===== src/source/mem_pkg.sv =====
`default_nettype none

package mem_pkg;

	// SRAM word address and data word widths
	localparam int ADDR_W = 18;
	localparam int DATA_W = 16;

	// Requesters on the SRAM bus, listed from highest priority down
	typedef enum logic [1:0] {
		PORT_BOOT  = 2'd0,
		PORT_EXE   = 2'd1,
		PORT_FETCH = 2'd2
	} port_id_e;

	typedef enum logic {
		OP_READ  = 1'b0,
		OP_WRITE = 1'b1
	} mem_op_e;

endpackage

`default_nettype wire


===== src/source/boot_pkg.sv =====
`default_nettype none

package boot_pkg;

	localparam int FLASH_AW = 22;

	// Image length word, image words follow right after it
	localparam logic [FLASH_AW-1:0] LEN_WORD_ADDR = '0;

	typedef enum logic [1:0] {
		BOOT_LEN,
		BOOT_READ,
		BOOT_WRITE,
		BOOT_DONE
	} boot_state_e;

endpackage

`default_nettype wire


===== src/source/sram_ctrl.sv =====
`timescale 1ns/10ps
`default_nettype none

module sram_ctrl (
	input  wire                              raw_clk,
	input  wire                              rst_n,
	input  wire                              grant_valid,
	input  wire mem_pkg::mem_op_e            grant_op,
	input  wire [mem_pkg::ADDR_W-1:0]        grant_addr,
	input  wire [mem_pkg::DATA_W-1:0]        grant_wdata,
	input  wire mem_pkg::port_id_e           grant_port,
	output logic                             ready,
	output logic                             done_valid,
	output mem_pkg::port_id_e                done_port,
	output logic [mem_pkg::DATA_W-1:0]       done_rdata,
	output logic [mem_pkg::ADDR_W-1:0]       ram_addr,
	output logic [mem_pkg::DATA_W-1:0]       ram_wdata,
	output logic                             ram_en,
	output logic                             ram_oe,
	output logic                             ram_we,
	input  wire [mem_pkg::DATA_W-1:0]        ram_rdata
);

	// Idle, then strobe cycle, then release cycle
	typedef enum logic [1:0] {
		ACC_IDLE,
		ACC_STROBE,
		ACC_RELEASE
	} acc_state_e;

	acc_state_e state;

	assign ready = (state == ACC_IDLE);

	always_ff @(posedge raw_clk) begin
		if (!rst_n) begin
			state <= ACC_IDLE;
			ram_en <= 1'b0;
			ram_oe <= 1'b0;
			ram_we <= 1'b0;
			done_valid <= 1'b0;
		end else begin
			done_valid <= 1'b0;
			case (state)
				ACC_IDLE: begin
					if (grant_valid && ready) begin
						state <= ACC_STROBE;
						ram_en <= 1'b1;
						// Only one of the two strobes per access
						ram_oe <= (grant_op == mem_pkg::OP_READ);
						ram_we <= (grant_op == mem_pkg::OP_WRITE);
					end
				end
				ACC_STROBE: begin
					state <= ACC_RELEASE;
					ram_en <= 1'b0;
					ram_oe <= 1'b0;
					ram_we <= 1'b0;
					done_valid <= ram_oe;
				end
				default: state <= ACC_IDLE;
			endcase
		end
	end

	always_ff @(posedge raw_clk) begin
		if (grant_valid && ready) begin
			ram_addr <= grant_addr;
			ram_wdata <= grant_wdata;
			done_port <= grant_port;
		end
		// Read data is stable by the end of the strobe cycle
		if (state == ACC_STROBE)
			done_rdata <= ram_rdata;
	end

endmodule

`default_nettype wire


===== src/source/ram_arbiter.sv =====
`timescale 1ns/10ps
`default_nettype none

module ram_arbiter #(
	parameter int PORT_CREDITS = 2
) (
	input  wire                              raw_clk,
	input  wire                              rst_n,
	input  wire                              boot_req,
	input  wire mem_pkg::mem_op_e            boot_op,
	input  wire [mem_pkg::ADDR_W-1:0]        boot_addr,
	input  wire [mem_pkg::DATA_W-1:0]        boot_wdata,
	output logic                             boot_credit,
	output logic                             boot_rvalid,
	output logic [mem_pkg::DATA_W-1:0]       boot_rdata,
	input  wire                              exe_req,
	input  wire mem_pkg::mem_op_e            exe_op,
	input  wire [mem_pkg::ADDR_W-1:0]        exe_addr,
	input  wire [mem_pkg::DATA_W-1:0]        exe_wdata,
	output logic                             exe_credit,
	output logic                             exe_rvalid,
	output logic [mem_pkg::DATA_W-1:0]       exe_rdata,
	input  wire                              fetch_req,
	input  wire mem_pkg::mem_op_e            fetch_op,
	input  wire [mem_pkg::ADDR_W-1:0]        fetch_addr,
	input  wire [mem_pkg::DATA_W-1:0]        fetch_wdata,
	output logic                             fetch_credit,
	output logic                             fetch_rvalid,
	output logic [mem_pkg::DATA_W-1:0]       fetch_rdata,
	output logic                             grant_valid,
	output mem_pkg::mem_op_e                 grant_op,
	output logic [mem_pkg::ADDR_W-1:0]       grant_addr,
	output logic [mem_pkg::DATA_W-1:0]       grant_wdata,
	output mem_pkg::port_id_e                grant_port,
	input  wire                              ready,
	input  wire                              done_valid,
	input  wire mem_pkg::port_id_e           done_port,
	input  wire [mem_pkg::DATA_W-1:0]        done_rdata
);

	localparam int NPORT = 3;
	localparam int PTR_W = (PORT_CREDITS > 1) ? $clog2(PORT_CREDITS) : 1;
	localparam int CNT_W = $clog2(PORT_CREDITS + 1);

	logic                       req_v [NPORT];
	mem_pkg::mem_op_e           op_v [NPORT];
	logic [mem_pkg::ADDR_W-1:0] addr_v [NPORT];
	logic [mem_pkg::DATA_W-1:0] wdata_v [NPORT];
	logic [CNT_W-1:0]           q_count [NPORT];
	mem_pkg::mem_op_e           head_op [NPORT];
	logic [mem_pkg::ADDR_W-1:0] head_addr [NPORT];
	logic [mem_pkg::DATA_W-1:0] head_wdata [NPORT];
	logic                       pop [NPORT];
	logic                       rvalid_q [NPORT];
	logic [mem_pkg::DATA_W-1:0] rdata_q;
	logic                       any_pending;

	// Index order follows port_id_e
	assign req_v = '{boot_req, exe_req, fetch_req};
	assign op_v = '{boot_op, exe_op, fetch_op};
	assign addr_v = '{boot_addr, exe_addr, fetch_addr};
	assign wdata_v = '{boot_wdata, exe_wdata, fetch_wdata};

	for (genvar p = 0; p < NPORT; p++) begin : g_queue
		mem_pkg::mem_op_e           q_op [PORT_CREDITS];
		logic [mem_pkg::ADDR_W-1:0] q_addr [PORT_CREDITS];
		logic [mem_pkg::DATA_W-1:0] q_wdata [PORT_CREDITS];
		logic [PTR_W-1:0]           wr_ptr;
		logic [PTR_W-1:0]           rd_ptr;

		assign pop[p] = grant_valid && (grant_port == mem_pkg::port_id_e'(p));

		always_ff @(posedge raw_clk) begin
			if (!rst_n) begin
				wr_ptr <= '0;
				rd_ptr <= '0;
				q_count[p] <= '0;
			end else begin
				if (req_v[p])
					wr_ptr <= (wr_ptr == PTR_W'(PORT_CREDITS - 1)) ? '0 : wr_ptr + 1'b1;
				if (pop[p])
					rd_ptr <= (rd_ptr == PTR_W'(PORT_CREDITS - 1)) ? '0 : rd_ptr + 1'b1;
				q_count[p] <= q_count[p] + CNT_W'(req_v[p]) - CNT_W'(pop[p]);
			end
		end

		always_ff @(posedge raw_clk) begin
			if (req_v[p]) begin
				q_op[wr_ptr] <= op_v[p];
				q_addr[wr_ptr] <= addr_v[p];
				q_wdata[wr_ptr] <= wdata_v[p];
			end
		end

		assign head_op[p] = q_op[rd_ptr];
		assign head_addr[p] = q_addr[rd_ptr];
		assign head_wdata[p] = q_wdata[rd_ptr];
	end

	// Fixed priority, lowest index wins
	always_comb begin
		grant_port = mem_pkg::PORT_BOOT;
		any_pending = 1'b0;
		for (int p = NPORT - 1; p >= 0; p--) begin
			if (q_count[p] != '0) begin
				grant_port = mem_pkg::port_id_e'(p);
				any_pending = 1'b1;
			end
		end
	end

	assign grant_valid = any_pending && ready;
	assign grant_op = head_op[grant_port];
	assign grant_addr = head_addr[grant_port];
	assign grant_wdata = head_wdata[grant_port];

	// A slot frees up as soon as its entry is granted
	assign boot_credit = pop[mem_pkg::PORT_BOOT];
	assign exe_credit = pop[mem_pkg::PORT_EXE];
	assign fetch_credit = pop[mem_pkg::PORT_FETCH];

	always_ff @(posedge raw_clk) begin
		if (!rst_n) begin
			for (int p = 0; p < NPORT; p++)
				rvalid_q[p] <= 1'b0;
		end else begin
			for (int p = 0; p < NPORT; p++)
				rvalid_q[p] <= done_valid && (done_port == mem_pkg::port_id_e'(p));
		end
	end

	always_ff @(posedge raw_clk) begin
		if (done_valid)
			rdata_q <= done_rdata;
	end

	assign boot_rvalid = rvalid_q[mem_pkg::PORT_BOOT];
	assign exe_rvalid = rvalid_q[mem_pkg::PORT_EXE];
	assign fetch_rvalid = rvalid_q[mem_pkg::PORT_FETCH];
	assign boot_rdata = rdata_q;
	assign exe_rdata = rdata_q;
	assign fetch_rdata = rdata_q;

endmodule

`default_nettype wire


===== src/source/bootloader.sv =====
`timescale 1ns/10ps
`default_nettype none

module bootloader #(
	parameter int PORT_CREDITS = 2
) (
	input  wire                              raw_clk,
	input  wire                              rst_n,
	output logic [boot_pkg::FLASH_AW-1:0]    flash_addr,
	output logic                             flash_rd,
	input  wire                              flash_ready,
	input  wire [mem_pkg::DATA_W-1:0]        flash_rdata,
	input  wire                              credit,
	output logic                             req,
	output mem_pkg::mem_op_e                 op,
	output logic [mem_pkg::ADDR_W-1:0]       addr,
	output logic [mem_pkg::DATA_W-1:0]       wdata,
	output logic                             boot_done
);

	localparam int CNT_W = $clog2(PORT_CREDITS + 1);

	boot_pkg::boot_state_e      state;
	logic [mem_pkg::DATA_W-1:0] len;
	logic [mem_pkg::DATA_W-1:0] idx;
	logic [mem_pkg::DATA_W-1:0] word;
	logic [CNT_W-1:0]           credits;
	logic                       rd_wait;
	logic                       send;

	assign op = mem_pkg::OP_WRITE;
	assign send = (state == boot_pkg::BOOT_WRITE) && (credits != '0);

	// Word n of the image sits one past the length word
	assign flash_addr = (state == boot_pkg::BOOT_LEN) ? boot_pkg::LEN_WORD_ADDR :
		boot_pkg::LEN_WORD_ADDR + 1'b1 +
		{{(boot_pkg::FLASH_AW - mem_pkg::DATA_W){1'b0}}, idx};

	always_ff @(posedge raw_clk) begin
		if (!rst_n) begin
			state <= boot_pkg::BOOT_LEN;
			idx <= '0;
			credits <= CNT_W'(PORT_CREDITS);
			rd_wait <= 1'b0;
			flash_rd <= 1'b0;
			req <= 1'b0;
			boot_done <= 1'b0;
		end else begin
			flash_rd <= 1'b0;
			req <= send;
			credits <= credits - CNT_W'(send) + CNT_W'(credit);
			case (state)
				boot_pkg::BOOT_LEN, boot_pkg::BOOT_READ: begin
					if (!rd_wait) begin
						flash_rd <= 1'b1;
						rd_wait <= 1'b1;
					end else if (flash_ready) begin
						rd_wait <= 1'b0;
						if (state == boot_pkg::BOOT_READ)
							state <= boot_pkg::BOOT_WRITE;
						else if (flash_rdata == '0)
							state <= boot_pkg::BOOT_DONE;
						else
							state <= boot_pkg::BOOT_READ;
					end
				end
				boot_pkg::BOOT_WRITE: begin
					if (send) begin
						idx <= idx + 1'b1;
						if (idx + 1'b1 == len)
							state <= boot_pkg::BOOT_DONE;
						else
							state <= boot_pkg::BOOT_READ;
					end
				end
				default: begin
					// Finished once every write has left the arbiter queue
					if (credits + CNT_W'(credit) == PORT_CREDITS)
						boot_done <= 1'b1;
				end
			endcase
		end
	end

	always_ff @(posedge raw_clk) begin
		if (rd_wait && flash_ready) begin
			if (state == boot_pkg::BOOT_LEN)
				len <= flash_rdata;
			else
				word <= flash_rdata;
		end
		if (send) begin
			addr <= {{(mem_pkg::ADDR_W - mem_pkg::DATA_W){1'b0}}, idx};
			wdata <= word;
		end
	end

endmodule

`default_nettype wire


===== src/source/inst_fetch.sv =====
`timescale 1ns/10ps
`default_nettype none

module inst_fetch #(
	parameter int PORT_CREDITS = 2
) (
	input  wire                              raw_clk,
	input  wire                              rst_n,
	input  wire                              boot_done,
	input  wire                              hold,
	input  wire                              set_pc,
	input  wire [mem_pkg::DATA_W-1:0]        set_pc_addr,
	input  wire                              credit,
	input  wire                              rvalid,
	input  wire [mem_pkg::DATA_W-1:0]        rdata,
	output logic                             req,
	output logic [mem_pkg::ADDR_W-1:0]       addr,
	output logic                             inst_valid,
	output logic [mem_pkg::DATA_W-1:0]       inst,
	output logic [mem_pkg::DATA_W-1:0]       inst_pc
);

	// Room for queued reads plus the ones past the grant
	localparam int TAG_DEPTH = PORT_CREDITS + 2;
	localparam int TAG_PW = $clog2(TAG_DEPTH);
	localparam int CNT_W = $clog2(TAG_DEPTH + 1);

	logic [mem_pkg::DATA_W-1:0] pc;
	logic [CNT_W-1:0]           credits;
	logic [mem_pkg::DATA_W-1:0] tag_pc [TAG_DEPTH];
	logic [TAG_PW-1:0]          tag_wr;
	logic [TAG_PW-1:0]          tag_rd;
	logic [CNT_W-1:0]           in_flight;
	logic [CNT_W-1:0]           drop_cnt;
	logic                       issue;
	logic                       stale;

	assign issue = boot_done && !hold && !set_pc && (credits != '0) &&
		(in_flight != CNT_W'(TAG_DEPTH));
	assign stale = (drop_cnt != '0);

	always_ff @(posedge raw_clk) begin
		if (!rst_n) begin
			pc <= '0;
			credits <= CNT_W'(PORT_CREDITS);
			tag_wr <= '0;
			tag_rd <= '0;
			in_flight <= '0;
			drop_cnt <= '0;
			req <= 1'b0;
			inst_valid <= 1'b0;
		end else begin
			req <= issue;
			credits <= credits - CNT_W'(issue) + CNT_W'(credit);
			in_flight <= in_flight + CNT_W'(issue) - CNT_W'(rvalid);
			if (issue) begin
				pc <= pc + 1'b1;
				tag_wr <= (tag_wr == TAG_PW'(TAG_DEPTH - 1)) ? '0 : tag_wr + 1'b1;
			end
			if (rvalid)
				tag_rd <= (tag_rd == TAG_PW'(TAG_DEPTH - 1)) ? '0 : tag_rd + 1'b1;
			// Everything still in flight belongs to the old stream
			if (set_pc) begin
				pc <= set_pc_addr;
				drop_cnt <= in_flight - CNT_W'(rvalid);
			end else if (rvalid && stale) begin
				drop_cnt <= drop_cnt - 1'b1;
			end
			inst_valid <= rvalid && !stale && !set_pc;
		end
	end

	always_ff @(posedge raw_clk) begin
		if (issue) begin
			tag_pc[tag_wr] <= pc;
			addr <= {{(mem_pkg::ADDR_W - mem_pkg::DATA_W){1'b0}}, pc};
		end
		if (rvalid) begin
			inst <= rdata;
			inst_pc <= tag_pc[tag_rd];
		end
	end

endmodule

`default_nettype wire


===== src/source/mem_subsys.sv =====
`timescale 1ns/10ps
`default_nettype none

module mem_subsys #(
	parameter int PORT_CREDITS = 2
) (
	input  wire                              raw_clk,
	input  wire                              rst_n,
	output wire [boot_pkg::FLASH_AW-1:0]     flash_addr,
	output wire                              flash_rd,
	input  wire                              flash_ready,
	input  wire [mem_pkg::DATA_W-1:0]        flash_rdata,
	output wire [mem_pkg::ADDR_W-1:0]        ram_addr,
	output wire [mem_pkg::DATA_W-1:0]        ram_wdata,
	output wire                              ram_en,
	output wire                              ram_oe,
	output wire                              ram_we,
	input  wire [mem_pkg::DATA_W-1:0]        ram_rdata,
	input  wire                              exe_req,
	input  wire mem_pkg::mem_op_e            exe_op,
	input  wire [mem_pkg::ADDR_W-1:0]        exe_addr,
	input  wire [mem_pkg::DATA_W-1:0]        exe_wdata,
	output wire                              exe_credit,
	output wire                              exe_rvalid,
	output wire [mem_pkg::DATA_W-1:0]        exe_rdata,
	input  wire                              hold,
	input  wire                              set_pc,
	input  wire [mem_pkg::DATA_W-1:0]        set_pc_addr,
	output wire                              inst_valid,
	output wire [mem_pkg::DATA_W-1:0]        inst,
	output wire [mem_pkg::DATA_W-1:0]        inst_pc,
	output wire                              boot_done
);

	// Bootloader port
	wire                              boot_req;
	wire mem_pkg::mem_op_e            boot_op;
	wire [mem_pkg::ADDR_W-1:0]        boot_addr;
	wire [mem_pkg::DATA_W-1:0]        boot_wdata;
	wire                              boot_credit;

	// Fetch port
	wire                              fetch_req;
	wire [mem_pkg::ADDR_W-1:0]        fetch_addr;
	wire                              fetch_credit;
	wire                              fetch_rvalid;
	wire [mem_pkg::DATA_W-1:0]        fetch_rdata;

	// Arbiter to SRAM controller
	wire                              grant_valid;
	wire mem_pkg::mem_op_e            grant_op;
	wire [mem_pkg::ADDR_W-1:0]        grant_addr;
	wire [mem_pkg::DATA_W-1:0]        grant_wdata;
	wire mem_pkg::port_id_e           grant_port;
	wire                              sram_ready;
	wire                              done_valid;
	wire mem_pkg::port_id_e           done_port;
	wire [mem_pkg::DATA_W-1:0]        done_rdata;

	bootloader #(
		.PORT_CREDITS(PORT_CREDITS)
	) u_bootloader (
		.*,
		.credit(boot_credit),
		.req(boot_req),
		.op(boot_op),
		.addr(boot_addr),
		.wdata(boot_wdata)
	);

	inst_fetch #(
		.PORT_CREDITS(PORT_CREDITS)
	) u_inst_fetch (
		.*,
		.credit(fetch_credit),
		.rvalid(fetch_rvalid),
		.rdata(fetch_rdata),
		.req(fetch_req),
		.addr(fetch_addr)
	);

	// Boot only writes, fetch only reads
	ram_arbiter #(
		.PORT_CREDITS(PORT_CREDITS)
	) u_ram_arbiter (
		.*,
		.boot_rvalid(),
		.boot_rdata(),
		.fetch_op(mem_pkg::OP_READ),
		.fetch_wdata('0),
		.ready(sram_ready)
	);

	sram_ctrl u_sram_ctrl (
		.*,
		.ready(sram_ready)
	);

endmodule

`default_nettype wire


===== config.mk =====
export PLATFORM = sky130hd
export DESIGN_NAME = mem_subsys
export DESIGN_NICKNAME = d
export VERILOG_FILES = /design/src/source/mem_pkg.sv /design/src/source/boot_pkg.sv /design/src/source/sram_ctrl.sv /design/src/source/ram_arbiter.sv /design/src/source/bootloader.sv /design/src/source/inst_fetch.sv /design/src/source/mem_subsys.sv
export SDC_FILE = /design/constraint.sdc
export NUM_CORES = 1
export LEC_CHECK = 0
export BUFFER_PORTS_ARGS = -buffer_cell sky130_fd_sc_hd__buf_2
export CAP_MARGIN = 10
export CORE_MARGIN = 4
export CORE_UTILIZATION = 59
export CTS_CLUSTER_SIZE = 8
export DETAILED_ROUTE_END_ITERATION = 10
export PLACE_DENSITY = 0.79
export SLEW_MARGIN = 20
export SYNTH_ARGS = -nofsm -noshare
export SYNTH_HDL_FRONTEND = slang
export SYNTH_HIERARCHICAL = 1
export SYNTH_SLANG_ARGS = --single-unit

===== constraint.sdc =====
create_clock -name raw_clk -period 3.73 [get_ports raw_clk]
set_input_delay 0.746 -clock raw_clk [delete_from_list [all_inputs] [get_ports raw_clk]]
set_output_delay 0.746 -clock raw_clk [all_outputs]
set_load 0.05 [all_outputs]

# Yosys cells after proc, flatten, opt, wreduce, memory -nomap -nowiden
# Memories as Yosys holds them, arrays and structs flattened. A register that Yosys moved wholly into a read port is not among the register bits.
# Cells that the tools add are included.
word_totals:
  register_bits: 231
  latchBits: 0
  ramBits: 239
  romBits: 0
  out_inout_bits: 112
  mem_count: 9
mem_list:
  columns: ["name", "words", "width", "rd", "rd_clocked_by_memory_dff", "wr", "line", "text"]
  rows:
  - ["u_inst_fetch.tag_pc", 4, 16, 1, 1, 1, "inst_fetch.sv:30", "logic [mem_pkg::DATA_W-1:0] tag_pc [TAG_DEPTH];"]
  - ["u_ram_arbiter.g_queue[1].q_addr", 2, 18, 1, 1, 1, "ram_arbiter.sv:66", "logic [mem_pkg::ADDR_W-1:0] q_addr [PORT_CREDITS];"]
  - ["u_ram_arbiter.g_queue[0].q_addr", 2, 16, 1, 1, 1, "ram_arbiter.sv:66", null]
  - ["u_ram_arbiter.g_queue[0].q_wdata", 2, 16, 1, 1, 1, "ram_arbiter.sv:67", "logic [mem_pkg::DATA_W-1:0] q_wdata [PORT_CREDITS];"]
  - ["u_ram_arbiter.g_queue[1].q_wdata", 2, 16, 1, 1, 1, "ram_arbiter.sv:67", null]
  - ["u_ram_arbiter.g_queue[2].q_addr", 2, 16, 1, 1, 1, "ram_arbiter.sv:66", null]
  - ["3 more memories", null, null, null, null, null, null, null]
classes:
  addsub: 26
  mul: 0
  div_mod_pow: 0
  order_cmp: 1
  eq_ne: 16
  shifts: 0
  muxes: 74
  bitwise: 10
  n_reduce_logical: 45
ops:
  columns: ["cell", "count"]
  rows:
  - ["two-way mux 16 bit", 4]
  - ["two-way mux 1 bit", 42]
  - ["binary-select mux 18 bit (select 2 bit)", 1]
  - ["two-way mux 18 bit", 2]
  - ["adder 16 x 1 -> 16 bit, second input constant", 2]
  - ["binary-select mux 16 bit (select 2 bit)", 1]
  - ["equality test 32 x 2 -> 1 bit, second input constant", 1]
  - ["two-way mux 2 bit", 15]
  - ["two-way mux 22 bit", 1]
  - ["adder 1 x 16 -> 17 bit, first input constant", 1]
  - ["logical AND 1 bit", 17]
  - ["equality test 16 bit", 1]
  - ["zero test 16 bit", 1]
  - ["nonzero test 2 bit", 8]
  - ["AND reduction 2 bit", 7]
  - ["equality test 2 bit, second input constant", 5]
  - ["subtractor 3 x 1 -> 3 bit", 3]
  - ["adder 2 x 1 -> 2 bit", 4]
  - ["equality test 2 x 1 -> 1 bit, second input constant", 4]
  - ["zero test 2 bit", 4]
  - ["case mux 2 bit (2 select lines)", 2]
  - ["subtractor 2 x 1 -> 2 bit", 4]
  - ["adder 1 bit, second input constant", 6]
  - ["adder 3 x 1 -> 3 bit", 2]
  - ["other kinds (18)", 34]

# Logic depth before layout (Yosys ltp)
# Gate-level depths: netlist of run 1.
# An unclocked memory read counts as a cell.
logic_depth:
  word_depth: 12
  depth_mapped: 12
  ltp_nobuf: 10

# By module
# Netlist of run 1, hierarchy kept.
modules_own_cells:
  columns: ["module", "n_inst", "cells_each", "area_each_um2", "seq_area_each_um2"]
  rows:
  - ["ram_arbiter", 1, 633, 9934.5, 7146.9]
  - ["inst_fetch", 1, 333, 5474.0, 3983.8]
  - ["bootloader", 1, 311, 3834.9, 2402.3]
  - ["sram_ctrl", 1, 75, 1793.0, 1681.6]
  - ["mem_subsys", 1, 1, 3.8, 0.0]

# Least setup slack after synthesis of run 1
# Ideal clock, no wire load.
synth_timing:
  path_kind: "reg2out"
  from: "register u_bootloader/idx[0] (netlist name)"
  to: "output port flash_addr[16] (netlist name)"
  arrival_time_ps: 2890
  path_slack_ps: 94
  path_stages_with_launch: 6
  path_buffers: 0
  cell_sequence: "dfxtp_1 > ha_1 > nand2_1 > nor3_1 > inv_1 > nor4_1"
synth_via:
  elab_chain_cells: 2
synth_rtl:
  columns: ["item", "line", "text"]
  rows:
  - ["from (decl)", "bootloader.sv:25", "logic [mem_pkg::DATA_W-1:0] idx;"]
  - ["from (signal assigned)", "bootloader.sv:69", "idx <= idx + 1'b1;"]
  - ["adder 1 x 16 -> 17 bit", "bootloader.sv:36", "boot_pkg::LEN_WORD_ADDR + 1'b1 +"]
  - ["two-way mux 22 bit", "bootloader.sv:35", "assign flash_addr = (state == boot_pkg::BOOT_LEN) ? boot_pkg::LEN_WORD_ADDR :"]
  - ["to (decl)", "mem_subsys.sv:9", "output wire [boot_pkg::FLASH_AW-1:0] flash_addr,"]
# Every way passes these cells.

# Worst setup path after layout of run 1
# Same ends and word-level chain as after synthesis.

==> run_results.csv, run 1 <==
group,metric,value,unit
route,drt-initial-drc-count,1037,
pwr,switching_power,5.24,mW
global_route,grt_max_degree,71,
critical_path,critPathCaptureType,"primary output",
cells_and_area,area_growth,16.5,%
floorplan,core,34800,um^2
critical_path,critPathMaxFanout,8,
clocking,clock-root-buffer,"clkbuf_16",
clocking,cts-htree-levels,3,
global_route,antenna_found_initial,7,
global_route,grt_pass1_wl,69.8,mm
pwr,pwr_density_cell,697,nW/um^2
floorplan,rows,68,
pwr,pwr-share-comb,20.0,%
route,via_per_inst,5.86,
placed_design,io_buffers,195,
timing,finalCritPeriodShare,91.3,%
placed_design,pre_cts_slack,560,ps
worst_hold_path,hold_path_class,"in2reg",
critical_path,crit_start,"u_bootloader/idx[0]",
critical_path,r2r_setup_slack,1100,ps
placed_design,place_hpwl,29.0,mm
cells_and_area,fill_cells,2214,
timing,hold_viol,0,
critical_path,cp.required,2980,ps
synthesis,syn_inst,1351,
critical_path,critPathSlowestCell,"dfxtp_1",
route,route.detailed.wl_per_inst,22.1,um
cells_and_area,fin_util,70.4,%
critical_path,max_stage_delay,500,ps
critical_path,cp.depth,7,
timing,fin_skew,15.7,ps
cells_and_area,layout-drive-gt1-share,23.9,%
global_route,grtUsageTotal,23.3,%
timing,maxSlewHeadroom,33.2,%
global_route,use_met1,32.0,%
floorplan,dieArea,38700,um^2
critical_path,crit_arrival,2660,ps
timing,finalSetupTns,0,ps
route,drt_first_pass_iters,5,
critical_path,worstSetupPathType,"reg2out",
pwr,p_leak,8.56,nW
critical_path,r2r-end,"u_inst_fetch/credits[2]",
critical_path,worstSetupStartpointType,"flop",
route,drc,0,
pwr,intPower,11.8,mW
timing,setup_ws,326,ps
timing,fmax,294,MHz
global_route,use_met3,6.50,%
clocking,cts_setup_buffers,0,
critical_path,cp.buffers_inverters,3,
run,cap_violations,0,
critical_path,crit_family,"simple AND/OR/NAND/NOR gates",
timing,setup_viol,0,
clocking,cts_resized,0,
cells_and_area,instances_no_fill,2075,
run_status,status,"finished clean",
placed_design,dp.cells,1956,
critical_path,endpoint,"flash_addr[16]",
clocking,clk_latency,570,ps
clocking,cts.clk_slew.worst_paths,50,ps
synthesis,synth.cell_area,21000,um^2
route,vias,12200,
synthesis,synth.avg_cell_area,15.6,um^2
timing,rsz0062_at_grt,"no",
critical_path,r2r_start,"u_bootloader/boot_done",
critical_path,reg2reg_depth,11,
pwr,clockPowerShare,35.9,%
timing,period_minus_slack,3400,ps
timing,worstMarginPinSlew,998,ps
global_route,use_met2,36.5,%
placed_design,place_congestion,0.850,
pwr,p_total,17.1,mW
clocking,numCtsBuffers,76,
cells_and_area,fin_nets,1695,
critical_path,cp_cell_sequence,"ha_1 -> nand2_1 -> nor3_1 -> buf_4 -> inv_1 -> nor4_1 -> buf_2",
pwr,pwr-share-seq,44.1,%
clocking,clockBufferDepth,3,
floorplan,fp.dieW,197,um
pwr,p_sw_share,30.7,%
floorplan,die_h,197,um
floorplan,start_util,60.4,%
route,ant_nets,0,
clocking,cts_tree,"built",
timing,maxSlewViolCount,0,
pwr,ir_drop,0.489,mV
synthesis,yosys_warnings,6,
clocking,cts.sinks,532,
global_route,overflow,0,
clocking,hold_buffers,0,
floorplan,boundaryPins,201,
route,routed_wl,45.8,mm
global_route,busiest_layer,"met2",
global_route,grt_pass1_vias,12300,
power groups by stage:
stage	sequential, mW	combinational [mW]	clock [mW]
detailed placement	7.63	3.32	0
CTS	7.53	3.36	6.22
floorplan	8.15	1.75	0
global route	7.58	3.62	6.52
global placement	7.61	3.25	0
finish	7.53	3.41	6.12
cell usage in the layout, fill, tap and decap left out, drive strengths merged, types with 14 or more instances in the layout:
| cell | n |
|---|---|
| edfxtp | 454 |
| buf | 226 |
| clkbuf | 111 |
| dfxtp | 78 |
| nor2b | 75 |
| nand3 | 57 |
| nor2 | 52 |
| conb | 44 |
| o31ai | 39 |
| xnor2 | 38 |
| inv | 38 |
| nand2 | 36 |
| a221oi | 35 |
| a2111oi | 35 |
| mux2 | 35 |
| and2 | 30 |
| ha | 25 |
| xor2 | 22 |
| mux4 | 16 |
| a21oi | 15 |
| nor3 | 15 |
| a31oi | 14 |
metrics by stage:
stage / cell area [um^2] / hold WS [ps]
floorplan: 21200 / 400
global placement: 22300 / 402
detailed placement: 22300 / 405
CTS: 24500 / 322
global route: 24500 / 332
finish: 24500 / 352
metal layers:
metal | part of all wire [%] | up-vias
met1 | 41 | 5968
met3 | 8.7 | 94
li1 | - | 5540
met4 | 2.6 | 10
met5 | 0.15 | -
met2 | 47 | 552
registers in the layout, summed over array words and instances (netlist names), 18 cells and up, named ones only:
name / count
u_inst_fetch/tag_pc: 64
u_ram_arbiter/g_queue.q_addr: 108
u_ram_arbiter/g_queue.q_wdata: 96
u_sram_ctrl/ram_addr: 18
area by class of cell:
class,instances,area [um^2],area share (%)
flip-flops and latches,532,15200,62.1
well taps,455,569,2.32
diodes,3,7.51,0.0307
multi-input cells,703,5200,21.2
clock inverters,5,61.3,0.250
clock buffers,111,2090,8.52
repair buffers,226,1210,4.94
inverters,40,150,0.613
worst min path at each step:
stage	start	endpoint	slack [ps]	depth (start not counted)
floorplan	u_bootloader/word[0]	u_bootloader/wdata[0]	400	0
global placement	u_sram_ctrl/done_rdata[9]	u_ram_arbiter/boot_rdata[9]	400	0
detailed placement	u_bootloader/word[10]	u_bootloader/wdata[10]	400	0
CTS	ram_rdata[8]	u_sram_ctrl/done_rdata[8]	320	1
global route	ram_rdata[8]	u_sram_ctrl/done_rdata[8]	330	1
finish	ram_rdata[8]	u_sram_ctrl/done_rdata[8]	350	1
(Power assumes the default switching activity.)
==> run 2, diff against run 1 <==
--- a/config.mk
+++ b/config.mk
@@ -5,12 +5,14 @@
 export SDC_FILE = /design/constraint.sdc
 export NUM_CORES = 1
 export LEC_CHECK = 0
+export ABC_CLOCK_PERIOD_IN_PS = 3730
 export BUFFER_PORTS_ARGS = -buffer_cell sky130_fd_sc_hd__buf_2
 export CAP_MARGIN = 10
 export CORE_MARGIN = 4
 export CORE_UTILIZATION = 59
 export CTS_CLUSTER_SIZE = 8
 export DETAILED_ROUTE_END_ITERATION = 10
+export GPL_TIMING_DRIVEN = 0
 export PLACE_DENSITY = 0.79
 export SLEW_MARGIN = 20
 export SYNTH_ARGS = -nofsm -noshare
==> run 2 against run 1 <==
  * First-iteration DRC count is 9.7% higher
  * Critical endpoint is now flash_addr[15]
  * Maximum frequency is 4.3% lower
  * Largest power group unchanged
  * Largest cell class unchanged
  * Wire length is 2.6% higher
  * Clock skew is 6.7 ps higher
  * Cell count is 4.6% higher
==> run_results.csv, run 2 (synthesis gave the netlist of run 1 again) <==
group,metric,value,unit
run_status,status,"finished clean",
timing,worstMarginPinSlew,1080,ps
pwr,ir_drop,0.647,mV
pwr,p_leak,8.92,nW
placed_design,pre_cts_slack,156,ps
placed_design,place_congestion,0.857,
route,via_per_inst,5.79,
critical_path,crit_family,"simple AND/OR/NAND/NOR gates",
placed_design,dp.cells,2050,
floorplan,dieArea,38700,um^2
timing,maxSlewHeadroom,25.9,%
route,drt-initial-drc-count,1138,
pwr,p_total,17.4,mW
global_route,busiest_layer,"met2",
clocking,cts.sinks,532,
floorplan,boundaryPins,201,
cells_and_area,final_cell_area,25200,um^2
cells_and_area,regMostFlops,"u_ram_arbiter/g_queue.q_addr",
cells_and_area,largest_reg_flops,108,
timing,setup_ws,174,ps
critical_path,r2r-end,"u_bootloader/credits[1]",
cells_and_area,final_cell_mix,"454 x edfxtp_1, 222 x buf_2, 79 x clkbuf_16",
pwr,pwr_density_cell,692,nW/um^2
timing,finalSetupTns,0,ps
route,drt_first_pass_iters,6,
clocking,cts_setup_buffers,0,
placed_design,io_buffers,195,
critical_path,max_stage_delay,700,ps
cells_and_area,final_common_cell,"edfxtp_1",
global_route,grtUsageTotal,24.0,%
floorplan,die_h,197,um
critical_path,reg2reg_depth,10,
critical_path,critPathMaxFanout,10,
run,cap_violations,0,
clocking,cts-htree-levels,3,
clocking,cts_tree,"built",
timing,period_minus_slack,3560,ps
route,routed_wl,46.9,mm
cells_and_area,fin_util,72.3,%
timing,setup_viol,0,
route,route.detailed.wl_per_inst,21.6,um
timing,fin_skew,22.4,ps
timing,hold_viol,0,
cells_and_area,fin_nets,1789,
cells_and_area,layout-drive-gt1-share,25.6,%
floorplan,fp.dieW,197,um
clocking,cts.clk_slew.worst_paths,50,ps
critical_path,cp.required,2980,ps
cells_and_area,instances_no_fill,2170,
clocking,clk_latency,590,ps
global_route,grt_pass1_wl,71.8,mm
timing,hold_ws,337,ps
critical_path,crit_start,"u_bootloader/idx[11]",
clocking,clockBufferDepth,3,
timing,finalCritPeriodShare,95.3,%
global_route,grt_max_degree,42,
critical_path,r2r_start,"u_bootloader/state[0]",
floorplan,start_util,60.4,%
global_route,grt_pass1_vias,12600,
critical_path,cp.buffers_inverters,2,
critical_path,worstSetupStartpointType,"flop",
cells_and_area,largest_registers,"u_ram_arbiter/g_queue.q_addr: 108 flops, u_ram_arbiter/g_queue.q_wdata: 96 flops, u_inst_fetch/tag_pc: 64 flops",
route,drc,0,
cells_and_area,area_growth,19.7,%
timing,rsz0062_at_grt,"no",
timing,fmax,281,MHz
critical_path,critPathSlowestCell,"nor4_1",
route,ant_nets,0,
critical_path,worstSetupPathType,"reg2out",
placed_design,placed_cell_area,23000,um^2
global_route,overflow,0,
critical_path,cp_cell_sequence,"clkbuf_1 -> nand4_1 -> nor4_1 -> xnor2_1 -> nor2_1 -> buf_2",
route,vias,12600,
worst_hold_path,hold_path_class,"in2reg",
critical_path,r2r_setup_slack,570,ps
critical_path,critPathCaptureType,"primary output",
floorplan,rows,68,
global_route,antenna_found_initial,1,
critical_path,cp.depth,6,
placed_design,place_hpwl,31.1,mm
global_route,use_met1,33.2,%
global_route,use_met3,4.89,%
global_route,use_met2,39.1,%
clocking,clock-root-buffer,"clkbuf_16",
clocking,numCtsBuffers,76,
clocking,hold_buffers,0,
timing,maxSlewViolCount,0,
critical_path,crit_arrival,2810,ps
critical_path,endpoint,"flash_addr[15]",
floorplan,core,34800,um^2
run 2: changes by cell type in the layout (fill, tap and decap cells not counted), moves of 3 or more:
cell / change
buf_6: +3
and2_2: +3
clkbuf_1: +46
buf_12: +3
buf_2: +27
and2_1: -3
dfxtp_1: +3
buf_4: +12
buf_16: +5
run 2: metal layers:
metal  vias up  part of all wire [%]
met5         -                 0.023
met3        80                   8.1
li1       5745                     -
met1      6160                    41
met2       583                    49
met4         2                   2.0
run 2: how the worst min path moves through the flow:
stage | slack (ps) | cells after the start | to | startpoint
floorplan | 400 | 0 | u_bootloader/wdata[0] | u_bootloader/word[0]
global placement | 400 | 0 | u_ram_arbiter/boot_rdata[15] | u_sram_ctrl/done_rdata[15]
detailed placement | 400 | 0 | u_bootloader/wdata[3] | u_bootloader/word[3]
CTS | 310 | 1 | u_sram_ctrl/done_rdata[2] | ram_rdata[2]
global route | 330 | 1 | u_sram_ctrl/done_rdata[2] | ram_rdata[2]
finish | 340 | 1 | u_sram_ctrl/done_rdata[2] | ram_rdata[2]
run 2: what timing repair did:
| item | CTS | global route |
|---|---|---|
| resized for setup | 0 | 1 |
| setup endpoints to repair | 0 | 2 |
| endpoints found under the hold margin | 0 | 0 |
run 2: power breakdown:
part	leakage, nW	switching [mW]	internal [mW]
Sequential	4.77	0.227	7.12
Clock	1.05	2.35	3.92
Combinational	3.09	2.79	1.01
Total	8.92	5.37	12.0
run 2: cell type report:
| class | count | area, um^2 |
|---|---|---|
| Antenna cell | 2 | 5.00 |
| Buffer | 116 | 646 |
| Clock buffer | 113 | 2100 |
| Clock inverter | 5 | 80.1 |
| Fill cell | 2105 | 9650 |
| Inverter | 40 | 151 |
| Multi-Input combinational cell | 703 | 5210 |
| Sequential cell | 532 | 15200 |
| Tap cell | 455 | 569 |
| Timing Repair Buffer | 204 | 1180 |
